[config.mk]
export PLATFORM = sky130hd
export DESIGN_NAME = programPageTop
export DESIGN_NICKNAME = d
export VERILOG_FILES = /design/src/logic/nandProgramPkg.sv /design/src/logic/caFrameBuilder.sv /design/src/logic/programPageSequencer.sv /design/src/logic/programPageTop.sv
export SDC_FILE = /design/constraint.sdc
export NUM_CORES = 1
export LEC_CHECK = 0
export BUFFER_PORTS_ARGS = -buffer_cell sky130_fd_sc_hd__buf_2
export CAP_MARGIN = 15
export CELL_PAD_IN_SITES_DETAIL_PLACEMENT = 1
export CELL_PAD_IN_SITES_GLOBAL_PLACEMENT = 1
export CORE_AREA = 2 2 100 102
export DETAILED_ROUTE_END_ITERATION = 10
export DIE_AREA = 0 0 102 104
export PLACE_DENSITY = 0.82
export SYNTH_ARGS = -nofsm -noshare
export SYNTH_HDL_FRONTEND = slang
export SYNTH_SLANG_ARGS = --single-unit
[constraint.sdc]
create_clock -name iSystemClock -period 2 [get_ports iSystemClock]
set_clock_uncertainty 0.05 [all_clocks]
set_input_delay 0 -clock iSystemClock [delete_from_list [all_inputs] [get_ports iSystemClock]]
set_output_delay 0 -clock iSystemClock [all_outputs]
set_load 0.05 [all_outputs]
[src/logic/nandProgramPkg.sv]
package nandProgramPkg;

    // way-select mask width
    localparam int numberOfWays = 4;

    // host command port
    localparam int opcodeWidth = 6;
    localparam logic [opcodeWidth-1:0] programPageOpcode = 6'b000011;
    localparam int optionWidth = 5;
    localparam int lengthWidth = 16;

    // NAND address fields
    localparam int colWidth = 16;
    localparam int rowWidth = 24;

    // five command/address bytes on the primitive side
    localparam int caDataWidth = 40;

    // primitive last-step and command vector width
    localparam int primitiveCount = 8;

    // bit positions in the primitive vectors
    localparam int caSendBit = 3;
    localparam int dataOutBit = 2;

    // NAND command bytes for program page
    localparam logic [7:0] cmdProgramSetup = 8'h80;
    localparam logic [7:0] cmdProgramConfirm = 8'h10;
    localparam logic [7:0] cmdCacheConfirm = 8'h15;
    localparam logic [7:0] cmdMultiplaneConfirm = 8'h11;

    // five address bytes, so the primitive engine gets 4
    localparam logic [lengthWidth-1:0] addressByteCountMinusOne = 16'd4;

    typedef enum logic [2:0] {
        stepIdle       = 3'd0,
        stepSetupCmd   = 3'd1,
        stepAddress    = 3'd2,
        stepData       = 3'd3,
        stepConfirmCmd = 3'd4
    } programStep_t;

    // one-hot request to the primitive engine
    typedef enum logic [primitiveCount-1:0] {
        primNone    = 8'h00,
        primDataOut = 8'h04,
        primCaSend  = 8'h08
    } primitiveSel_t;

    // low bits of the option field, value 3 falls back to normal
    typedef enum logic [1:0] {
        optNormal     = 2'd0,
        optCache      = 2'd1,
        optMultiplane = 2'd2
    } programOption_t;

    typedef struct packed {
        logic [opcodeWidth-1:0]  opcode;
        logic [optionWidth-1:0]  option;
        logic [lengthWidth-1:0]  length;
        logic [numberOfWays-1:0] waySelect;
        logic [colWidth-1:0]     colAddress;
        logic [rowWidth-1:0]     rowAddress;
    } programRequest_t;

    typedef struct packed {
        primitiveSel_t           command;
        logic [numberOfWays-1:0] targetWay;
        logic [lengthWidth-1:0]  numOfData;
        // 1 for a command byte, 0 for address bytes
        logic                    caSelect;
        logic [caDataWidth-1:0]  caData;
    } primitiveRequest_t;

endpackage

[src/logic/caFrameBuilder.sv]
`timescale 1ns/10ps

module caFrameBuilder
    import nandProgramPkg::*;
(
    input  logic              iSystemClock,
    input  logic              iReset,
    input  logic              accept,
    input  programRequest_t   cmdRequest,
    input  programStep_t      step,
    output primitiveRequest_t primRequest
);

    programOption_t          latchedOption;
    logic [lengthWidth-1:0]  latchedLength;
    logic [numberOfWays-1:0] latchedWays;
    logic [colWidth-1:0]     latchedCol;
    logic [rowWidth-1:0]     latchedRow;
    logic [7:0]              confirmByte;
    logic [caDataWidth-1:0]  addressBytes;

    // request is taken in the accept cycle itself
    always_ff @(posedge iSystemClock or posedge iReset) begin
        if (iReset) begin
            latchedOption <= optNormal;
            latchedLength <= '0;
            latchedWays <= '0;
            latchedCol <= '0;
            latchedRow <= '0;
        end else if (accept) begin
            latchedOption <= programOption_t'(cmdRequest.option[1:0]);
            latchedLength <= cmdRequest.length;
            latchedWays <= cmdRequest.waySelect;
            latchedCol <= cmdRequest.colAddress;
            latchedRow <= cmdRequest.rowAddress;
        end
    end

    // option 3 is not defined and sends the normal confirm
    always_comb begin
        case (latchedOption)
            optCache: begin
                confirmByte = cmdCacheConfirm;
            end
            optMultiplane: begin
                confirmByte = cmdMultiplaneConfirm;
            end
            default: begin
                confirmByte = cmdProgramConfirm;
            end
        endcase
    end

    // column low byte goes out first, row high byte last
    assign addressBytes = {latchedCol[7:0], latchedCol[15:8],
                           latchedRow[7:0], latchedRow[15:8], latchedRow[23:16]};

    always_comb begin
        primRequest.command = primNone;
        primRequest.targetWay = '0;
        primRequest.numOfData = '0;
        primRequest.caSelect = 1'b1;
        primRequest.caData = '0;
        case (step)
            stepSetupCmd: begin
                primRequest.command = primCaSend;
                primRequest.targetWay = latchedWays;
                primRequest.caData = {cmdProgramSetup, {(caDataWidth-8){1'b0}}};
            end
            stepAddress: begin
                primRequest.command = primCaSend;
                primRequest.targetWay = latchedWays;
                primRequest.numOfData = addressByteCountMinusOne;
                primRequest.caSelect = 1'b0;
                primRequest.caData = addressBytes;
            end
            stepData: begin
                primRequest.command = primDataOut;
                primRequest.targetWay = latchedWays;
                primRequest.numOfData = latchedLength;
                primRequest.caSelect = 1'b0;
            end
            stepConfirmCmd: begin
                primRequest.command = primCaSend;
                primRequest.targetWay = latchedWays;
                primRequest.caData = {confirmByte, {(caDataWidth-8){1'b0}}};
            end
            default: begin
                // idle, nothing requested
                primRequest.command = primNone;
            end
        endcase
    end

    commandOneHot: assert property (
        @(posedge iSystemClock) disable iff (iReset)
        $onehot0(primRequest.command)
    ) else $error("primitive command is not one-hot");

endmodule

[src/logic/programPageSequencer.sv]
`timescale 1ns/10ps

module programPageSequencer
    import nandProgramPkg::*;
(
    input  logic                      iSystemClock,
    input  logic                      iReset,
    input  logic                      cmdValid,
    input  logic [opcodeWidth-1:0]    opcode,
    input  logic [primitiveCount-1:0] primLastStep,
    output logic                      cmdReady,
    output logic                      start,
    output logic                      accept,
    output logic                      lastStep,
    output programStep_t              step
);

    programStep_t nextStep;
    logic         opcodeMatch;
    logic         acceptCmd;
    logic         stepDone;
    logic         confirmDone;

    // only program page is taken, other opcodes wait on the port
    assign opcodeMatch = (opcode == programPageOpcode);

    // cmdReady is low for the whole sequence, so no idle check here
    assign acceptCmd = cmdValid && cmdReady && opcodeMatch;

    assign start = acceptCmd;
    assign accept = acceptCmd;

    // each step ends on the last-step bit of its own primitive
    always_comb begin
        case (step)
            stepSetupCmd: begin
                stepDone = primLastStep[caSendBit];
            end
            stepAddress: begin
                stepDone = primLastStep[caSendBit];
            end
            stepData: begin
                stepDone = primLastStep[dataOutBit];
            end
            stepConfirmCmd: begin
                stepDone = primLastStep[caSendBit];
            end
            default: begin
                stepDone = 1'b0;
            end
        endcase
    end

    assign confirmDone = (step == stepConfirmCmd) && stepDone;

    always_comb begin
        case (step)
            stepIdle: begin
                nextStep = acceptCmd ? stepSetupCmd : stepIdle;
            end
            stepSetupCmd: begin
                nextStep = stepDone ? stepAddress : stepSetupCmd;
            end
            stepAddress: begin
                nextStep = stepDone ? stepData : stepAddress;
            end
            stepData: begin
                nextStep = stepDone ? stepConfirmCmd : stepData;
            end
            stepConfirmCmd: begin
                nextStep = stepDone ? stepIdle : stepConfirmCmd;
            end
            default: begin
                nextStep = stepIdle;
            end
        endcase
    end

    always_ff @(posedge iSystemClock or posedge iReset) begin
        if (iReset) begin
            step <= stepIdle;
        end else begin
            step <= nextStep;
        end
    end

    // host handshake, ready drops after accept and returns with lastStep
    always_ff @(posedge iSystemClock or posedge iReset) begin
        if (iReset) begin
            cmdReady <= 1'b1;
            lastStep <= 1'b0;
        end else begin
            lastStep <= confirmDone;
            if (acceptCmd) begin
                cmdReady <= 1'b0;
            end else if (confirmDone) begin
                cmdReady <= 1'b1;
            end
        end
    end

    // completion pulse only right after the confirm byte went out
    lastStepAfterConfirm: assert property (
        @(posedge iSystemClock) disable iff (iReset)
        lastStep |-> ($past(step) == stepConfirmCmd) && (step == stepIdle) && cmdReady
    ) else $error("lastStep outside the cycle after the confirm step");

    acceptOnlyWhenIdle: assert property (
        @(posedge iSystemClock) disable iff (iReset)
        accept |-> (step == stepIdle)
    ) else $error("command accepted while a sequence is running");

endmodule

[src/logic/programPageTop.sv]
`timescale 1ns/10ps

module programPageTop
    import nandProgramPkg::*;
(
    input  logic                      iSystemClock,
    input  logic                      iReset,

    // host command port
    input  programRequest_t           cmdRequest,
    input  logic                      cmdValid,
    output logic                      cmdReady,
    output logic                      start,
    output logic                      lastStep,

    // primitive engine side
    output primitiveRequest_t         primRequest,
    input  logic [primitiveCount-1:0] primLastStep
);

    logic         accept;
    programStep_t step;

    // opcode filter, handshake and step order
    programPageSequencer sequencer_i (
        .iSystemClock (iSystemClock),
        .iReset       (iReset),
        .cmdValid     (cmdValid),
        .opcode       (cmdRequest.opcode),
        .primLastStep (primLastStep),
        .cmdReady     (cmdReady),
        .start        (start),
        .accept       (accept),
        .lastStep     (lastStep),
        .step         (step)
    );

    // request latch and per-step primitive request
    caFrameBuilder frameBuilder_i (
        .iSystemClock (iSystemClock),
        .iReset       (iReset),
        .accept       (accept),
        .cmdRequest   (cmdRequest),
        .step         (step),
        .primRequest  (primRequest)
    );

endmodule

==> results of run 1 <==
cells by family after synthesis:
group                      share of synthesized area
AOI/OAI and AO/OA                             0.0224
adders and majority gates                    0.00373
buffers and inverters                         0.0663
DFF                                            0.500
muxes                                          0.264
other                                        0.00112
and+or+nand+nor                                0.143
routing by layer:
layer,vias up,share of wire
li1,1241,-
met1,1351,0.37
met2,94,0.56
met3,12,0.055
met4,0,0.012
met5,-,0
layout by cell type (no fill, tap or decap), types with 2 or more instances in the layout:
master and n:
mux2_4 50, dfrtp_2 2, nand2b_1 2, buf_2 112
inv_1 3, bufinv_16 2, clkbuf_4 16, dlygate4sd3_1 66
nor2b_2 2, nor2_1 5, clkbuf_8 11, and3_1 15
nand2_1 3, conb_1 6, and2_1 41, nor2b_1 2
buf_12 4, a21oi_1 4, buf_4 17, dfrtp_1 64
mux2_1 12
power groups by stage:
| stage | Clock [W] | Sequential (W) | Combinational [W] |
|---|---|---|---|
| final | 0.00131 | 0.00172 | 0.00167 |
| after global routing | 0.00142 | 0.00176 | 0.00180 |
| after CTS | 0.00135 | 0.00172 | 0.00161 |
| after detailed placement | 0 | 0.00174 | 0.00149 |
| after global placement | 0 | 0.00172 | 0.00146 |
| after floorplan | 0 | 0.00169 | 0.00111 |
through the flow:
step,worst slack [ns],instance area [um^2]
after global placement,0.371,4140
after CTS,0.00169,5060
final,0.135,5130
after floorplan,0.00607,3380
after global routing,-0.0268,5130
after detailed placement,0.293,4140
cell type report:
cell class,instances,share of cell area
tap,133,0.0324
inverter,4,0.00293
clock buffer,12,0.0302
sequential,67,0.327
multi-input combinational,158,0.289
timing repair buffer,216,0.304
clock inverter,4,0.0141
state kept, by name, summed over array words and instances, names as in the netlist:
register	cells
frameBuilder_i.latchedOption	2
frameBuilder_i.latchedWays	4
frameBuilder_i.latchedRow	24
sequencer_i.lastStep	1
sequencer_i.step	3
sequencer_i.cmdReady	1
frameBuilder_i.latchedCol	16
frameBuilder_i.latchedLength	16
worst register-to-register path: cells and delay by family, from the launching register on:
family | cells | cell delay (ns)
flops | 1 | 0.54
buf+inv | 2 | 0.82
compound gates | 1 | 0.29
worst max-delay path by stage:
stage | slack, ns | end | cells after the start | start
after floorplan | 0.006 | primRequest[0] | 7 | sequencer_i.step[2]
after global placement | 0.37 | primRequest[26] | 6 | sequencer_i.step[1]
after detailed placement | 0.29 | primRequest[60] | 4 | sequencer_i.step[0]
after CTS | 0.002 | primRequest[26] | 6 | sequencer_i.step[1]
after global routing | -0.03 | primRequest[17] | 6 | sequencer_i.step[1]
final | 0.14 | primRequest[20] | 6 | sequencer_i.step[1]
timing repair:
item                       4_1_cts  5_1_grt
hold endpoints to repair        88        0
setup endpoints to repair       40       41
buffers inserted                 0        3
hold buffers                    66        0
resized for setup               12       20
==> metrics.md, run 1 <==
| Metric | Value |
|---|---|
| Clock edge transition at the registers on the reported setup and hold paths | roughly 0.070 ns |
| Half-perimeter wire length after placement | 5.94 mm |
| Total clock buffers created by CTS | 9 |
| R2r endpoint | sequencer_i.step[2] |
| Leading area contributor after synthesis | dfrtp_1 |
| Max-capacitance violation count | 0 |
| Core Box Area | roughly 0.0095 mm^2 |
| Endpoint arrival time on the critical path | ~1.8 ns |
| GRT Residual Overflow | 0 |
| Most common flop cell mapped by yosys | dfrtp_1 |
| Min-Delay Path Depth | 5 |
| Overall power of the completed layout | 0.00470 W |
| Fraction of synthesis flops using an asynchronous set or reset pin | 1.00 |
| Total of fill cells in the finished design | about 1,100 |
| Final standard cell utilization of the core | 0.537 |
| Depth of the worst register-to-register path | 3 |
| M3 GR Usage | 0.0659 |
| Post-detailed-route DRC marker count | 0 |
| Crit Path Category | flop to output port |
| DR vias | approximately 2,700 |
| Clk sinks | between 60 and 70 |
| Met2 Use GR | 0.368 |
| P_leak | around 2.7 nW |
| Main area contributors after synthesis | dfrtp_1 (49%), mux2_4 (22%), and2_1 (7.6%) |
| Worst hold slack | ~0.18 ns |
| Routed WL | about 10 mm |
| Worst hold path endpoint | sequencer_i.cmdReady |
| Setup repair after global routing missed its margin | true |
| Period utilization | 0.932 |
| Maximum single-stage delay on the critical path | between 0.4 and 0.5 ns |
| Cell area after synthesis | 0.00336 mm^2 |
| Type of destination of the critical path | output port |
| Share of power burned in the clock network | 0.278 |
| Number of buffers on the longest clock path | 2 |
| Per-cell via count in the routed design | between 4 and 5 |
| Number of instances in the placed design | roughly 510 |
| Clock tree from TritonCTS | done |
| Antenna diodes | 0 |
| Minimum period implied by the final worst setup slack | roughly 1.9 ns |
| Depth of the CTS H-tree | 3 |
| Final hold viol count | 0 |
| Boundary pin count | 154 |
| Area share of the leading cell type in the synthesized netlist | 0.492 |
| Met1 GRT Util | 0.205 |
| Cell with the biggest individual delay on the critical path | dfrtp_2 |
| Routability congestion estimate from global placement | roughly 0.75 |
| FF+latch area | between 0.0015 and 0.002 mm^2 |
| Top-count cell post-synth | dfrtp_1 |
| Number of placement rows | 36 |
| Ordered list of cells on the worst path | nor2b_2 > inv_1 > nor2_2 > buf_4 > and2_1 > buf_2 |
| Type of element launching the critical path | flop |
| Most utilized layer in the global route result | met2 |
| Distinct cell type count after synthesis | 34 |
| Root cell of the clock tree | clkbuf_8 |
| Avg WL per Cell | roughly 17 um |
| Setup Viol. Count Final | 0 |
| Post-synthesis area per instance | about 14 um^2 |
| Final total negative setup slack | 0 ns |
| Synthesis warning total | 0 |
| Number of standard cells in the final layout excluding fillers | around 590 |
| Area taken by multi-input logic gates | ~0.0015 mm^2 |
| Die span in y | around 100 um |
| Startpoint of the worst register-to-register path | sequencer_i.step[0] |
| Largest voltage drop on the vdd net | about 390 uV |
| Post-synth EDFFs | 0 |
| Flop pwr share | 0.366 |
| Synthesis-to-finish area growth | 52.8% |
| Slew HR | 0.648 |
| Pre-Repair DR Iteration Count | 4 |
| Global-route wire length before repair | ~16 mm |
| Top post-synthesis cells by count | dfrtp_1 (66), mux2_4 (50), and2_1 (41), and3_1 (15), mux2_1 (12) |
| Clock latency on the worst-skew pair | about 0.34 ns |
| Type of the worst min-delay path | input pin to flop |
| Initial standard-cell utilization of the core | 0.352 |
| Overall Global Routing Usage | 0.197 |
| Number of buffers added on ports | between 100 and 150 |
| Sequential area share after synthesis | 0.500 |
| CP required | ~2 ns |
| Largest net degree at the start of global routing | 46 |
| Width of the die | between 100 and 150 um |
| Cell count after synthesis | 247 |
| Flop and latch count out of synthesis | 67 |
| Final net count | 539 |
| Ratio of cells with drive above 1 in the final layout | 0.486 |
| Max-slew violations | 0 |
| Result of the run | complete, no violations |
| Antenna-violating nets left | 0 |
| Peak Freq | 536 MHz |
| Internal power | around 0.0030 W |
| Buf+Inv Stages, Crit Path | 3 |
| Transition time at the pin with the least slew margin | 0.520 ns |
| Combinational group share of total power | 0.355 |
| DRT iter0 DRCs | 47 |
| Initial antenna violation count | 0 |
| Power per Cell Area | approximately 920 mW/mm^2 |
| Net switching fraction of the power | 0.367 |
| Beginning of the worst hold path | cmdRequest[67] |
| Slack of the worst reg-to-reg path | approximately 0.24 ns |
| Net switching power | around 0.0017 W |
| Vias in the first global route | approximately 3,200 |
| Area of the die | roughly 0.011 mm^2 |
| Gate family responsible for the most delay along the worst path | buffers and inverters |
| Largest fanout of any net on the critical path | 14 |
No activity file was read; power rests on OpenSTA's default activity.
==> inputs of run 2 (changes only) <==
--- a/config.mk
+++ b/config.mk
@@ -13,6 +13,7 @@
 export DETAILED_ROUTE_END_ITERATION = 10
 export DIE_AREA = 0 0 102 104
 export PLACE_DENSITY = 0.82
+export RECOVER_POWER = 100
 export SYNTH_ARGS = -nofsm -noshare
 export SYNTH_HDL_FRONTEND = slang
 export SYNTH_SLANG_ARGS = --single-unit
==> run 2 against run 1 <==
Final cell count did not move; non-clock buffer count did not move; critical path depth did not move; critical endpoint unchanged; largest cell class unchanged.
==> metrics.md, run 2 (synthesized netlist as in run 1, its figures left out) <==
| Metric | Value |
|---|---|
| Result of the run | complete, no violations |
| Minimum period implied by the final worst setup slack | approximately 1.9 ns |
| Antenna diodes | 0 |
| Endpoint arrival time on the critical path | 1.82 ns |
| Clk sinks | 67 |
| Clock tree from TritonCTS | done |
| Routability congestion estimate from global placement | 0.753 |
| Final net count | about 540 |
| Cell with the biggest individual delay on the critical path | dfrtp_2 |
| Area of the die | around 0.011 mm^2 |
| Ratio of cells with drive above 1 in the final layout | 0.479 |
| Total clock buffers created by CTS | 9 |
| Peak Freq | 536 MHz |
| Max-slew violations | 0 |
| Number of buffers on the longest clock path | 2 |
| Largest net degree at the start of global routing | 46 |
| Final hold viol count | 0 |
| Sum of routed wire segments on met1 | roughly 3.8 mm |
| Registers with the highest flip-flop counts | frameBuilder_i.latchedRow: 24 flops, frameBuilder_i.latchedCol: 16 flops, frameBuilder_i.latchedLength: 16 flops |
| Commonest non-fill, non-tap cell in the layout | buf_2 |
| Type of the worst min-delay path | input pin to flop |
| Core Box Area | about 0.0095 mm^2 |
| Ordered list of cells on the worst path | nor2b_2 > inv_1 > nor2_2 > buf_4 > and2_1 > buf_2 |
| Slew HR | 0.402 |
| Post-detailed-route DRC marker count | 0 |
| Initial standard-cell utilization of the core | 0.352 |
| Root cell of the clock tree | clkbuf_8 |
| Boundary pin count | 154 |
| Overall Global Routing Usage | 0.197 |
| Commonest non-fill, non-tap cells in the layout | buf_2 (110), dlygate4sd3_1 (66), dfrtp_1 (64) |
| Gate family responsible for the most delay along the worst path | buffers and inverters |
| Worst hold slack | ~0.18 ns |
| Maximum single-stage delay on the critical path | approximately 0.43 ns |
| Period utilization | 0.934 |
| Routed length on met2 | between 5 and 6 mm |
| CP required | roughly 2 ns |
| Global-route wire length before repair | roughly 16 mm |
| Routed wl met3 | between 500 and 600 um |
| P_leak | between 2 and 3 nW |
| Width of the die | 102 um |
| Initial antenna violation count | 0 |
| Number of buffers added on ports | roughly 140 |
| Type of element launching the critical path | flop |
| Setup repair after global routing missed its margin | true |
| GRT Residual Overflow | 0 |
| Per-cell via count in the routed design | ~4.6 |
| Routed WL | ~10 mm |
| Largest voltage drop on the vdd net | around 390 uV |
| Half-perimeter wire length after placement | approximately 5.9 mm |
| Largest fanout of any net on the critical path | 14 |
| Pre-Repair DR Iteration Count | 4 |
| Crit Path Category | flop to output port |
| Vias in the first global route | between 3,000 and 4,000 |
| Buf+Inv Stages, Crit Path | 3 |
| Final standard cell utilization of the core | 0.536 |
| DR vias | ~2,700 |
| Top Layer Used | met4 |
| Max-capacitance violation count | 0 |
| Largest register FFs | 24 |
| Clock latency on the worst-skew pair | about 0.34 ns |
| Largest register by flop count | frameBuilder_i.latchedRow |
| Antenna-violating nets left | 0 |
| Transition time at the pin with the least slew margin | between 0.8 and 0.9 ns |
| Power per Cell Area | 919 mW/mm^2 |
| DRT iter0 DRCs | 46 |
| Type of destination of the critical path | output port |
| Synthesis-to-finish area growth | 52.3% |
| Die span in y | 104 um |
| Depth of the CTS H-tree | 3 |
| Clock edge transition at the registers on the reported setup and hold paths | ~0.070 ns |
| Number of placement rows | 36 |
| Setup Viol. Count Final | 0 |
| Avg WL per Cell | 16.9 um |
run 2: metal layers:
metal / vias to the layer above / GRT usage
li1: 1241 / -
met1: 1358 / 0.205
met2: 94 / 0.368
met3: 12 / 0.0659
met4: 0 / 0.0543
met5: - / 0
run 2: timing repair:
item | CTS | global route
gates resized for setup | 12 | 20
hold buffers | 66 | 0
endpoints found under the hold margin | 88 | 0
setup endpoints to repair | 40 | 41
buffers inserted | 0 | 3
run 2: cell type report:
class / count / area, um^2
clock buffers: 12 / 155
clock inverters: 4 / 72.6
fillers: 1062 / 4430
inverters: 4 / 15.0
multi-input cells: 158 / 1480
flip-flops and latches: 67 / 1680
well taps: 133 / 166
repair buffers: 216 / 1550
run 2: worst min-delay path, cell delays in order:
cell,delay [ns]
buf_2,0.07
or4_4,0.12
nor2_4,0.06
buf_12,0.17
nor2_1,0.11
run 2: metrics by stage:
stage	total power, W	setup TNS [ns]	std cells	cell area, um^2	setup WS, ns
2_1_floorplan	0.00280	0	252	3380	0.00607
3_3_place_gp	0.00318	0	509	4140	0.371
3_5_place_dp	0.00323	0	509	4140	0.293
4_1_cts	0.00468	0	591	5060	0.00169
5_1_grt	0.00498	-0.104	594	5120	-0.0268
6_report	0.00470	0	594	5120	0.133
run 2: path summary, 6_finish.rpt:
kind / start / slack (ns) / cells past startpoint / end
max: sequencer_i.step[1] / 0.13 / 6 / primRequest[20]
min in group asynchronous: iReset / 0.34 / 3 / frameBuilder_i.latchedWays[1]
min reg2reg: frameBuilder_i.latchedRow[9] / 0.43 / 1 / frameBuilder_i.latchedRow[9]
max reg2reg: sequencer_i.step[0] / 0.24 / 3 / sequencer_i.step[2]
max in group asynchronous: iReset / 0.29 / 4 / sequencer_i.step[0]
min: cmdRequest[67] / 0.18 / 5 / sequencer_i.cmdReady
run 2: where the power goes:
part / leakage [nW] / switching [W] / internal [W]
Combinational: 1.67 / 0.00102 / 0.000646
Clock: 0.113 / 0.000539 / 0.000769
Sequential: 0.911 / 0.000168 / 0.00156
